`src/hw/isa_pkg.sv`:
```
// RV32I instruction word type, major opcode constants and instruction classes
`default_nettype none

package isa_pkg;

    // One uncompressed RV32I instruction
    typedef logic [31:0] instr_t;

    // Major opcode field, bits 6:0 of the instruction
    typedef logic [6:0] opcode_t;

    localparam opcode_t OPC_LOAD   = 7'b0000011;
    localparam opcode_t OPC_OP_IMM = 7'b0010011;
    localparam opcode_t OPC_AUIPC  = 7'b0010111;
    localparam opcode_t OPC_STORE  = 7'b0100011;
    localparam opcode_t OPC_OP     = 7'b0110011;
    localparam opcode_t OPC_LUI    = 7'b0110111;
    localparam opcode_t OPC_BRANCH = 7'b1100011;
    localparam opcode_t OPC_JALR   = 7'b1100111;
    localparam opcode_t OPC_JAL    = 7'b1101111;
    localparam opcode_t OPC_SYSTEM = 7'b1110011;

    // Coarse class handed to the decoder along with the word
    typedef enum logic [3:0] {
        CLS_ALU     = 4'd0,
        CLS_LOAD    = 4'd1,
        CLS_STORE   = 4'd2,
        CLS_BRANCH  = 4'd3,
        CLS_JAL     = 4'd4,
        CLS_JALR    = 4'd5,
        CLS_SYSTEM  = 4'd6,
        CLS_ILLEGAL = 4'd7,
        CLS_FAULT   = 4'd8
    } instr_class_e;

endpackage

`default_nettype wire
```
`src/hw/fetch_pkg.sv`:
```
// Fetch path types: addresses, queue entries, predecoded results and output FSM states
`default_nettype none

package fetch_pkg;

    // Byte address of an instruction
    typedef logic [31:0] addr_t;

    // One memory response as stored in the fetch queue, 66 bits
    typedef struct packed {
        addr_t           pc;
        isa_pkg::instr_t instr;
        logic            bus_err;
        logic            misaligned;
    } fetch_entry_t;

    // Predecoded instruction presented to the decoder, 100 bits
    typedef struct packed {
        addr_t                 pc;
        isa_pkg::instr_t       instr;
        isa_pkg::instr_class_e iclass;
        addr_t                 target;
    } decoded_instr_t;

    // Output register is either empty or holding a result for the decoder
    typedef enum logic {
        OUT_EMPTY = 1'b0,
        OUT_HOLD  = 1'b1
    } out_state_e;

endpackage

`default_nettype wire

```
`src/hw/fetch_buffer_top.sv`:
```
// Instruction fetch buffer joining the capture stage, the entry queue and the predecoder
`timescale 1ns/1ns
`default_nettype none

module fetch_buffer_top #(
    parameter int ABITS = 3
) (
    input  wire logic                      i_clk,
    input  wire logic                      i_nrst,
    input  wire logic                      i_resp_valid,
    input  wire fetch_pkg::addr_t          i_resp_addr,
    input  wire isa_pkg::instr_t           i_resp_data,
    input  wire logic                      i_resp_err,
    output logic                           o_resp_ready,
    input  wire logic                      i_dec_accept,
    output logic                           o_instr_valid,
    output fetch_pkg::decoded_instr_t      o_instr
);

    logic                    cap_we;
    fetch_pkg::fetch_entry_t cap_entry;
    fetch_pkg::fetch_entry_t q_rdata;
    logic                    q_full;
    logic                    q_nempty;
    logic                    q_re;

    fetch_capture capture_i (
        .i_clk        (i_clk),
        .i_nrst       (i_nrst),
        .i_resp_valid (i_resp_valid),
        .i_resp_addr  (i_resp_addr),
        .i_resp_data  (i_resp_data),
        .i_resp_err   (i_resp_err),
        .o_we         (cap_we),
        .o_entry      (cap_entry)
    );

    fetch_queue #(
        .ABITS (ABITS)
    ) queue_i (
        .i_clk    (i_clk),
        .i_nrst   (i_nrst),
        .i_re     (q_re),
        .i_we     (cap_we),
        .i_wdata  (cap_entry),
        .o_rdata  (q_rdata),
        .o_full   (q_full),
        .o_nempty (q_nempty)
    );

    instr_predecode predecode_i (
        .i_clk         (i_clk),
        .i_nrst        (i_nrst),
        .i_rdata       (q_rdata),
        .i_nempty      (q_nempty),
        .o_re          (q_re),
        .i_dec_accept  (i_dec_accept),
        .o_instr_valid (o_instr_valid),
        .o_instr       (o_instr)
    );

    // Memory may only respond while the queue has room for two more entries
    assign o_resp_ready = ~q_full;

endmodule

`default_nettype wire

```
`src/hw/instr_predecode.sv`:
```
// Output stage that pops fetch entries, classifies them and holds the result for the decoder
`timescale 1ns/1ns
`default_nettype none

module instr_predecode (
    input  wire logic                    i_clk,
    input  wire logic                    i_nrst,
    input  wire fetch_pkg::fetch_entry_t i_rdata,
    input  wire logic                    i_nempty,
    output logic                         o_re,
    input  wire logic                    i_dec_accept,
    output logic                         o_instr_valid,
    output fetch_pkg::decoded_instr_t    o_instr
);

    fetch_pkg::out_state_e     state_q;
    fetch_pkg::out_state_e     state_d;
    fetch_pkg::decoded_instr_t out_q;
    fetch_pkg::decoded_instr_t out_d;
    logic                      pop;

    // Faults win over everything, then compressed words, then the major opcode
    function automatic isa_pkg::instr_class_e classify(input fetch_pkg::fetch_entry_t e);
        isa_pkg::instr_class_e cls;
        cls = isa_pkg::CLS_ILLEGAL;
        if (e.bus_err || e.misaligned) begin
            cls = isa_pkg::CLS_FAULT;
        end else if (e.instr[1:0] != 2'b11) begin
            cls = isa_pkg::CLS_ILLEGAL;
        end else begin
            case (e.instr[6:0])
                isa_pkg::OPC_OP,
                isa_pkg::OPC_OP_IMM,
                isa_pkg::OPC_LUI,
                isa_pkg::OPC_AUIPC:  cls = isa_pkg::CLS_ALU;
                isa_pkg::OPC_LOAD:   cls = isa_pkg::CLS_LOAD;
                isa_pkg::OPC_STORE:  cls = isa_pkg::CLS_STORE;
                isa_pkg::OPC_BRANCH: cls = isa_pkg::CLS_BRANCH;
                isa_pkg::OPC_JAL:    cls = isa_pkg::CLS_JAL;
                isa_pkg::OPC_JALR:   cls = isa_pkg::CLS_JALR;
                isa_pkg::OPC_SYSTEM: cls = isa_pkg::CLS_SYSTEM;
                default:             cls = isa_pkg::CLS_ILLEGAL;
            endcase
        end
        return cls;
    endfunction

    // Only direct control transfers get a target because JALR depends on a register
    function automatic fetch_pkg::addr_t calc_target(
        input fetch_pkg::addr_t      pc,
        input isa_pkg::instr_t       w,
        input isa_pkg::instr_class_e cls
    );
        fetch_pkg::addr_t b_imm;
        fetch_pkg::addr_t j_imm;
        fetch_pkg::addr_t tgt;
        b_imm = {{19{w[31]}}, w[31], w[7], w[30:25], w[11:8], 1'b0};
        j_imm = {{11{w[31]}}, w[31], w[19:12], w[20], w[30:21], 1'b0};
        case (cls)
            isa_pkg::CLS_BRANCH: tgt = pc + b_imm;
            isa_pkg::CLS_JAL:    tgt = pc + j_imm;
            default:             tgt = '0;
        endcase
        return tgt;
    endfunction

    always_comb begin
        out_d.pc     = i_rdata.pc;
        out_d.instr  = i_rdata.instr;
        out_d.iclass = classify(i_rdata);
        out_d.target = calc_target(i_rdata.pc, i_rdata.instr, out_d.iclass);
    end

    // In HOLD an accept with more data waiting reloads on the same edge
    always_comb begin
        pop     = 1'b0;
        state_d = state_q;
        case (state_q)
            fetch_pkg::OUT_EMPTY: begin
                if (i_nempty) begin
                    pop     = 1'b1;
                    state_d = fetch_pkg::OUT_HOLD;
                end
            end
            fetch_pkg::OUT_HOLD: begin
                if (i_dec_accept) begin
                    pop     = i_nempty;
                    state_d = i_nempty ? fetch_pkg::OUT_HOLD : fetch_pkg::OUT_EMPTY;
                end
            end
            default: state_d = fetch_pkg::OUT_EMPTY;
        endcase
    end

    always_ff @(posedge i_clk or negedge i_nrst) begin
        if (!i_nrst) begin
            state_q <= fetch_pkg::OUT_EMPTY;
        end else begin
            state_q <= state_d;
        end
    end

    always_ff @(posedge i_clk) begin
        if (pop) begin
            out_q <= out_d;
        end
    end

    assign o_re          = pop;
    assign o_instr_valid = (state_q == fetch_pkg::OUT_HOLD);
    assign o_instr       = out_q;

endmodule

`default_nettype wire

```
`src/hw/fetch_queue.sv`:
```
// Fall-through shift-register queue of fetch entries with early full indication
`timescale 1ns/1ns
`default_nettype none

module fetch_queue #(
    parameter int ABITS = 3
) (
    input  wire logic                    i_clk,
    input  wire logic                    i_nrst,
    input  wire logic                    i_re,
    input  wire logic                    i_we,
    input  wire fetch_pkg::fetch_entry_t i_wdata,
    output fetch_pkg::fetch_entry_t      o_rdata,
    output logic                         o_full,
    output logic                         o_nempty
);

    localparam int DEPTH = 2 ** ABITS;

    fetch_pkg::fetch_entry_t mem_q [DEPTH];
    fetch_pkg::fetch_entry_t mem_d [DEPTH];
    logic [ABITS:0]          cnt_q;
    logic [ABITS:0]          cnt_d;
    logic [ABITS:0]          cnt_m1;
    logic                    empty;
    logic                    full;

    assign empty  = (cnt_q == '0);
    assign full   = (cnt_q == DEPTH[ABITS:0]);
    assign cnt_m1 = cnt_q - 1'b1;

    always_comb begin
        for (int i = 0; i < DEPTH; i++) begin
            mem_d[i] = mem_q[i];
        end
        cnt_d = cnt_q;

        if (i_re && i_we) begin
            // Shift down and refill the slot freed at the top
            for (int i = 1; i < DEPTH; i++) begin
                mem_d[i - 1] = mem_q[i];
            end
            // When empty the write data goes straight out and nothing is kept
            if (!empty) begin
                mem_d[cnt_m1[ABITS-1:0]] = i_wdata;
            end
        end else if (i_we) begin
            // A push into a completely full queue is dropped
            if (!full) begin
                mem_d[cnt_q[ABITS-1:0]] = i_wdata;
                cnt_d = cnt_q + 1'b1;
            end
        end else if (i_re) begin
            for (int i = 1; i < DEPTH; i++) begin
                mem_d[i - 1] = mem_q[i];
            end
            if (!empty) begin
                cnt_d = cnt_m1;
            end
        end
    end

    always_ff @(posedge i_clk or negedge i_nrst) begin
        if (!i_nrst) begin
            cnt_q <= '0;
        end else begin
            cnt_q <= cnt_d;
        end
    end

    always_ff @(posedge i_clk) begin
        for (int i = 0; i < DEPTH; i++) begin
            mem_q[i] <= mem_d[i];
        end
    end

    // Head of queue, or the incoming word when nothing is stored yet
    assign o_rdata  = empty ? i_wdata : mem_q[0];
    assign o_nempty = i_we || !empty;

    // Raised one slot early so the word sitting in the capture stage still fits
    assign o_full   = (cnt_q >= (DEPTH - 1));

endmodule

`default_nettype wire

```
`src/hw/fetch_capture.sv`:
```
// Input stage that registers memory responses into tagged fetch entries
`timescale 1ns/1ns
`default_nettype none

module fetch_capture (
    input  wire logic                    i_clk,
    input  wire logic                    i_nrst,
    input  wire logic                    i_resp_valid,
    input  wire fetch_pkg::addr_t        i_resp_addr,
    input  wire isa_pkg::instr_t         i_resp_data,
    input  wire logic                    i_resp_err,
    output logic                         o_we,
    output fetch_pkg::fetch_entry_t      o_entry
);

    logic                    valid_q;
    fetch_pkg::fetch_entry_t entry_q;
    fetch_pkg::fetch_entry_t entry_d;

    // Tag the response with its fault bits before it is stored
    always_comb begin
        entry_d.pc         = i_resp_addr;
        entry_d.instr      = i_resp_data;
        entry_d.bus_err    = i_resp_err;
        entry_d.misaligned = |i_resp_addr[1:0];
    end

    // The valid bit lasts exactly one cycle per response
    always_ff @(posedge i_clk or negedge i_nrst) begin
        if (!i_nrst) begin
            valid_q <= 1'b0;
        end else begin
            valid_q <= i_resp_valid;
        end
    end

    always_ff @(posedge i_clk) begin
        if (i_resp_valid) begin
            entry_q <= entry_d;
        end
    end

    // The queue write happens in the cycle after the response was taken
    assign o_we    = valid_q;
    assign o_entry = entry_q;

endmodule

`default_nettype wire

```
`config.mk`:
```
export PLATFORM = sky130hd
export DESIGN_NAME = fetch_buffer_top
export DESIGN_NICKNAME = d
export VERILOG_FILES = /design/src/hw/isa_pkg.sv /design/src/hw/fetch_pkg.sv /design/src/hw/fetch_buffer_top.sv /design/src/hw/instr_predecode.sv /design/src/hw/fetch_queue.sv /design/src/hw/fetch_capture.sv
export SDC_FILE = /design/constraint.sdc
export NUM_CORES = 1
export LEC_CHECK = 0
export BUFFER_PORTS_ARGS = -buffer_cell sky130_fd_sc_hd__buf_2
export CAP_MARGIN = 20
export CORE_MARGIN = 1
export CORE_UTILIZATION = 40
export DETAILED_ROUTE_END_ITERATION = 7
export PLACE_DENSITY = 0.6
export SKIP_CTS_REPAIR_TIMING = 1
export SYNTH_ARGS = -nofsm -noshare
export SYNTH_HDL_FRONTEND = slang
export SYNTH_SLANG_ARGS = --single-unit
```
`constraint.sdc`:
```
create_clock -name i_clk -period 16.88 [get_ports i_clk]
set_input_delay 1.688 -clock i_clk [delete_from_list [all_inputs] [get_ports i_clk]]
set_output_delay 1.688 -clock i_clk [all_outputs]
set_load 0.01 [all_outputs]
```
==> metrics.csv <==
stage,metric,value,unit
run_status,status,"complete, no violations",
timing,Slew HR,0.259,
floorplanning,Starting Density,0.407,
yosys,Synth Instances,1971,
critical_path,Startpoint Class,flip-flop,
critical_path,R2R cell count,23,
global_route,Overall Global Routing Usage,0.199,
critical_path,data required time of the worst path,17.22,ns
worst_hold_path,worst hold path type,flip-flop to flip-flop,
cts,H-tree level count,3,
floorplanning,Die H,273,microns
critical_path,RR Startpoint,queue_i.cnt_q[0]$_DFFE_PN0P_,
timing,Period minus WS final,7.04,ns
critical_path,Critical Path Fanout Max,32,
critical_path,Worst Setup SP,queue_i.cnt_q[0]$_DFFE_PN0P_,
floorplanning,Die X,273,microns
critical_path,critical path type,flip-flop to flip-flop,
timing,Final Cycle Share,0.417,
timing,Max Freq,0.142,GHz
cts,CTS tree,done,
route,drt via density,5.70,
yosys,#FFs+latches synth,700,
global_route,vias in the first global route,16700,
floorplanning,die area,74500,sq um
floorplanning,num ports,171,
run,Max Cap Viol,0,
yosys,post-synth cell types,65,
placed_design,# port buffers,170,
cells_and_area,Finished Core Util,0.466,
global_route,first-pass GRT wire length,111,mm
yosys,mean area per synthesized cell,14.9,sq um
floorplanning,num rows,98,
critical_path,RR Endpoint,predecode_i.o_instr[19]$_SDFFCE_PN0P_,
worst_hold_path,HP Start,queue_i.mem_q[0][103]$_DFFE_PP_,
route,DRC violations left,0,
placed_design,GPL Wtd Cong,0.869,
cts,clk_lat worst skew,0.61,ns
yosys,ys flop type,edfxtp_1,
cells_and_area,share of post-route cells with drive strength above 1,0.168,
timing,Final Hold Fails,0,
cts,clock buffer depth,3,
floorplanning,core area,72100,sq um
cts,CTS Buf Count,74,
cts,Clock Pin Slew Worst Setup and Hold Paths,0.07,ns
global_route,initial antenna violation count,3,
yosys,post-synthesis sequential area ratio,0.715,
critical_path,"setup slack, reg-to-reg",9.84,ns
cells_and_area,Antenna diodes,0,
worst_hold_path,worst hold endpoint,queue_i.mem_q[0][37]$_DFFE_PP_,
timing,RSZ-0062 raised after global routing,no,
global_route,total gr overflow,0,
route,routed wire length per instance,24.2,microns
yosys,post-synthesis net count,2073,
route,final WL,73.9,mm
critical_path,CP Data Arrival Time,7.37,ns
yosys,Yosys warnings,0,
yosys,number of synthesized flops with an enable pin,694,
critical_path,Worst Setup End Kind,flip-flop,
cts,CTS Sinks,700,
yosys,Async SR Flop Fraction,0.00857,
worst_hold_path,Hold Path Cell Cnt,1,
pwr,VDD IR-drop max,0.113,mV
global_route,largest net degree at the start of global routing,68,
timing,Setup Viol. Count Final,0,
timing,post-route setup TNS,0,ns
route,Pre-antenna DRT Iters,5,
route,remaining antenna violation count,0,
yosys,Mapped Area,29400,sq um
pwr,leakage,12.4,nW
cells_and_area,FILL cells,6229,
cells_and_area,Nets,2149,
cts,root buf cell,clkbuf_16,
timing,Worst-Margin Slew,1.11,ns
pwr,PD cells,207,nW/um^2
route,initial drt markers,1548,
timing,Final Slew Violations,0,
cells_and_area,P&R area growth vs syn,14.4,%
timing,Clock Skews,0.0172,ns
route,DR vias,17400,
placed_design,DP HPWL,45.8,mm
layout by cell type, fill, tap and decap left out, types with 4 or more instances in the layout:
cell and count:
or3_1 6, nor3_1 9, nand2b_1 5, nor2_1 42
a31oi_1 6, clkinv_2 13, ha_1 32, nand2_1 202
buf_4 33, clkinv_1 13, mux2_1 10, nand4_1 4
o21ai_0 24, xnor2_1 16, nand3_1 13, and2_1 4
nor4_1 5, nor2b_1 70, clkbuf_16 76, bufinv_16 11
edfxtp_1 694, o21ai_4 5, a21o_1 12, a22o_1 462
or2_2 4, dfrtp_1 6, a21oi_4 15, xor2_1 17
clkbuf_1 13, buf_2 169, o31ai_1 4, a21oi_1 34
mux2i_1 4, inv_1 13
per-stage QoR:
stage	hold WS (ns)	setup slack, ns	area (sq um)	instances	power [W]
final	0.529	9.84	33600	3052	0.00695
after CTS	0.523	9.88	33600	3051	0.00700
after global routing	0.532	9.37	33600	3052	0.00731
after global placement	0.520	9.91	31100	2920	0.00530
after floorplan	0.505	9.34	29400	1971	0.00454
after detailed placement	0.526	9.95	31100	2920	0.00533
where the power goes:
group	internal (W)	switching, W	total (W)
Sequential	0.00279	0.000235	0.00302
Combinational	0.000846	0.00142	0.00227
Clock	0.000992	0.000664	0.00166
worst max-delay path, cell delays in order, from the launching register on:
cell and delay [ns]:
dfrtp_1 0.50, inv_1 0.21, ha_1 0.33, nor3b_4 0.24, buf_4 0.38, mux2i_1 0.52
nand2_1 0.22, o21ai_0 0.19, o21ai_1 0.14, a2111oi_4 0.55, buf_4 0.32, mux2_1 0.35
ha_1 0.23, fa_1 0.44, a21o_1 0.18, a21o_1 0.21, a211oi_1 0.30, o2111ai_1 0.22
a41oi_1 0.39, o21ai_0 0.21, a21o_1 0.22, a21oi_1 0.17, xor2_1 0.16, nor2_1 0.05
final cells by class:
class | instances | area, sq um | area share
multi-input combinational | 1053 | 7790 | 0.232
sequential | 700 | 21000 | 0.625
timing repair buffer | 203 | 1110 | 0.0332
clock inverter | 42 | 498 | 0.0148
clock buffer | 89 | 1950 | 0.0581
tap | 950 | 1190 | 0.0354
inverter | 15 | 56.3 | 0.00168
per-layer routing:
metal  vias to the layer above  global-route usage  share of wire
li1                       7847                   -              -
met2                       608               0.301           0.44
met1                      8816               0.294           0.47
met4                         2              0.0603          0.022
met3                       110              0.0344          0.064
met5                         -                   0        0.00026
registers in the layout, summed over array words and instances, names as in the netlist:
| name | count |
|---|---|
| capture_i.o_entry | 66 |
| capture_i.o_we | 1 |
| predecode_i.o_instr | 100 |
| predecode_i.o_instr_valid | 1 |
| queue_i.cnt_q | 4 |
| queue_i.mem_q | 528 |
cells in the mapped netlist, types with 3 or more instances:
cell type  count  area share
nor4_1         5      0.0011
inv_1         13      0.0017
buf_1         22      0.0028
nand4_1        4     0.00085
a22o_1       462        0.14
clkbuf_1     173       0.022
a211oi_1       3     0.00077
mux2_1        10      0.0038
a31oi_1        7      0.0015
nor2b_1       71       0.015
nand2b_1       5      0.0011
and2_1         4     0.00085
dfrtp_1        6      0.0051
ha_1          32       0.014
xor2_1        17      0.0051
nor3_1         9      0.0015
edfxtp_1     694        0.71
nor2_1        43      0.0055
mux2i_1        4      0.0014
mux2_2         3      0.0012
o31ai_1        4      0.0010
nand2_1      204       0.026
xnor2_1       16      0.0048
nand3_1       13      0.0022
a21oi_1       49      0.0084
a21o_1        12      0.0031
o21ai_0       30      0.0051
or3_1          6      0.0013
or2_2          4     0.00085
buf_2          4     0.00068
worst max-delay path by stage:
stage / end / slack [ns] / cells after the start
6_report: predecode_i.o_instr[19]$_SDFFCE_PN0P_ / 9.84 / 23
5_1_grt: predecode_i.o_instr[19]$_SDFFCE_PN0P_ / 9.37 / 23
4_1_cts: predecode_i.o_instr[19]$_SDFFCE_PN0P_ / 9.88 / 23
3_5_place_dp: predecode_i.o_instr[19]$_SDFFCE_PN0P_ / 9.95 / 23
3_3_place_gp: predecode_i.o_instr[19]$_SDFFCE_PN0P_ / 9.91 / 23
2_1_floorplan: predecode_i.o_instr[0]$_SDFFCE_PN0P_ / 9.34 / 4
cell families after synthesis:
| family | Yosys count | synth area share |
|---|---|---|
| DFF | 700 | 0.715 |
| AOI/OAI and AO/OA | 588 | 0.165 |
| muxes | 17 | 0.00635 |
| buffers and inverters | 218 | 0.0288 |
| xor gates and xnor gates | 33 | 0.00985 |
| and+or+nand+nor | 382 | 0.0609 |
| adders and majority gates | 33 | 0.0143 |
Power figures use the tool's default switching activity.
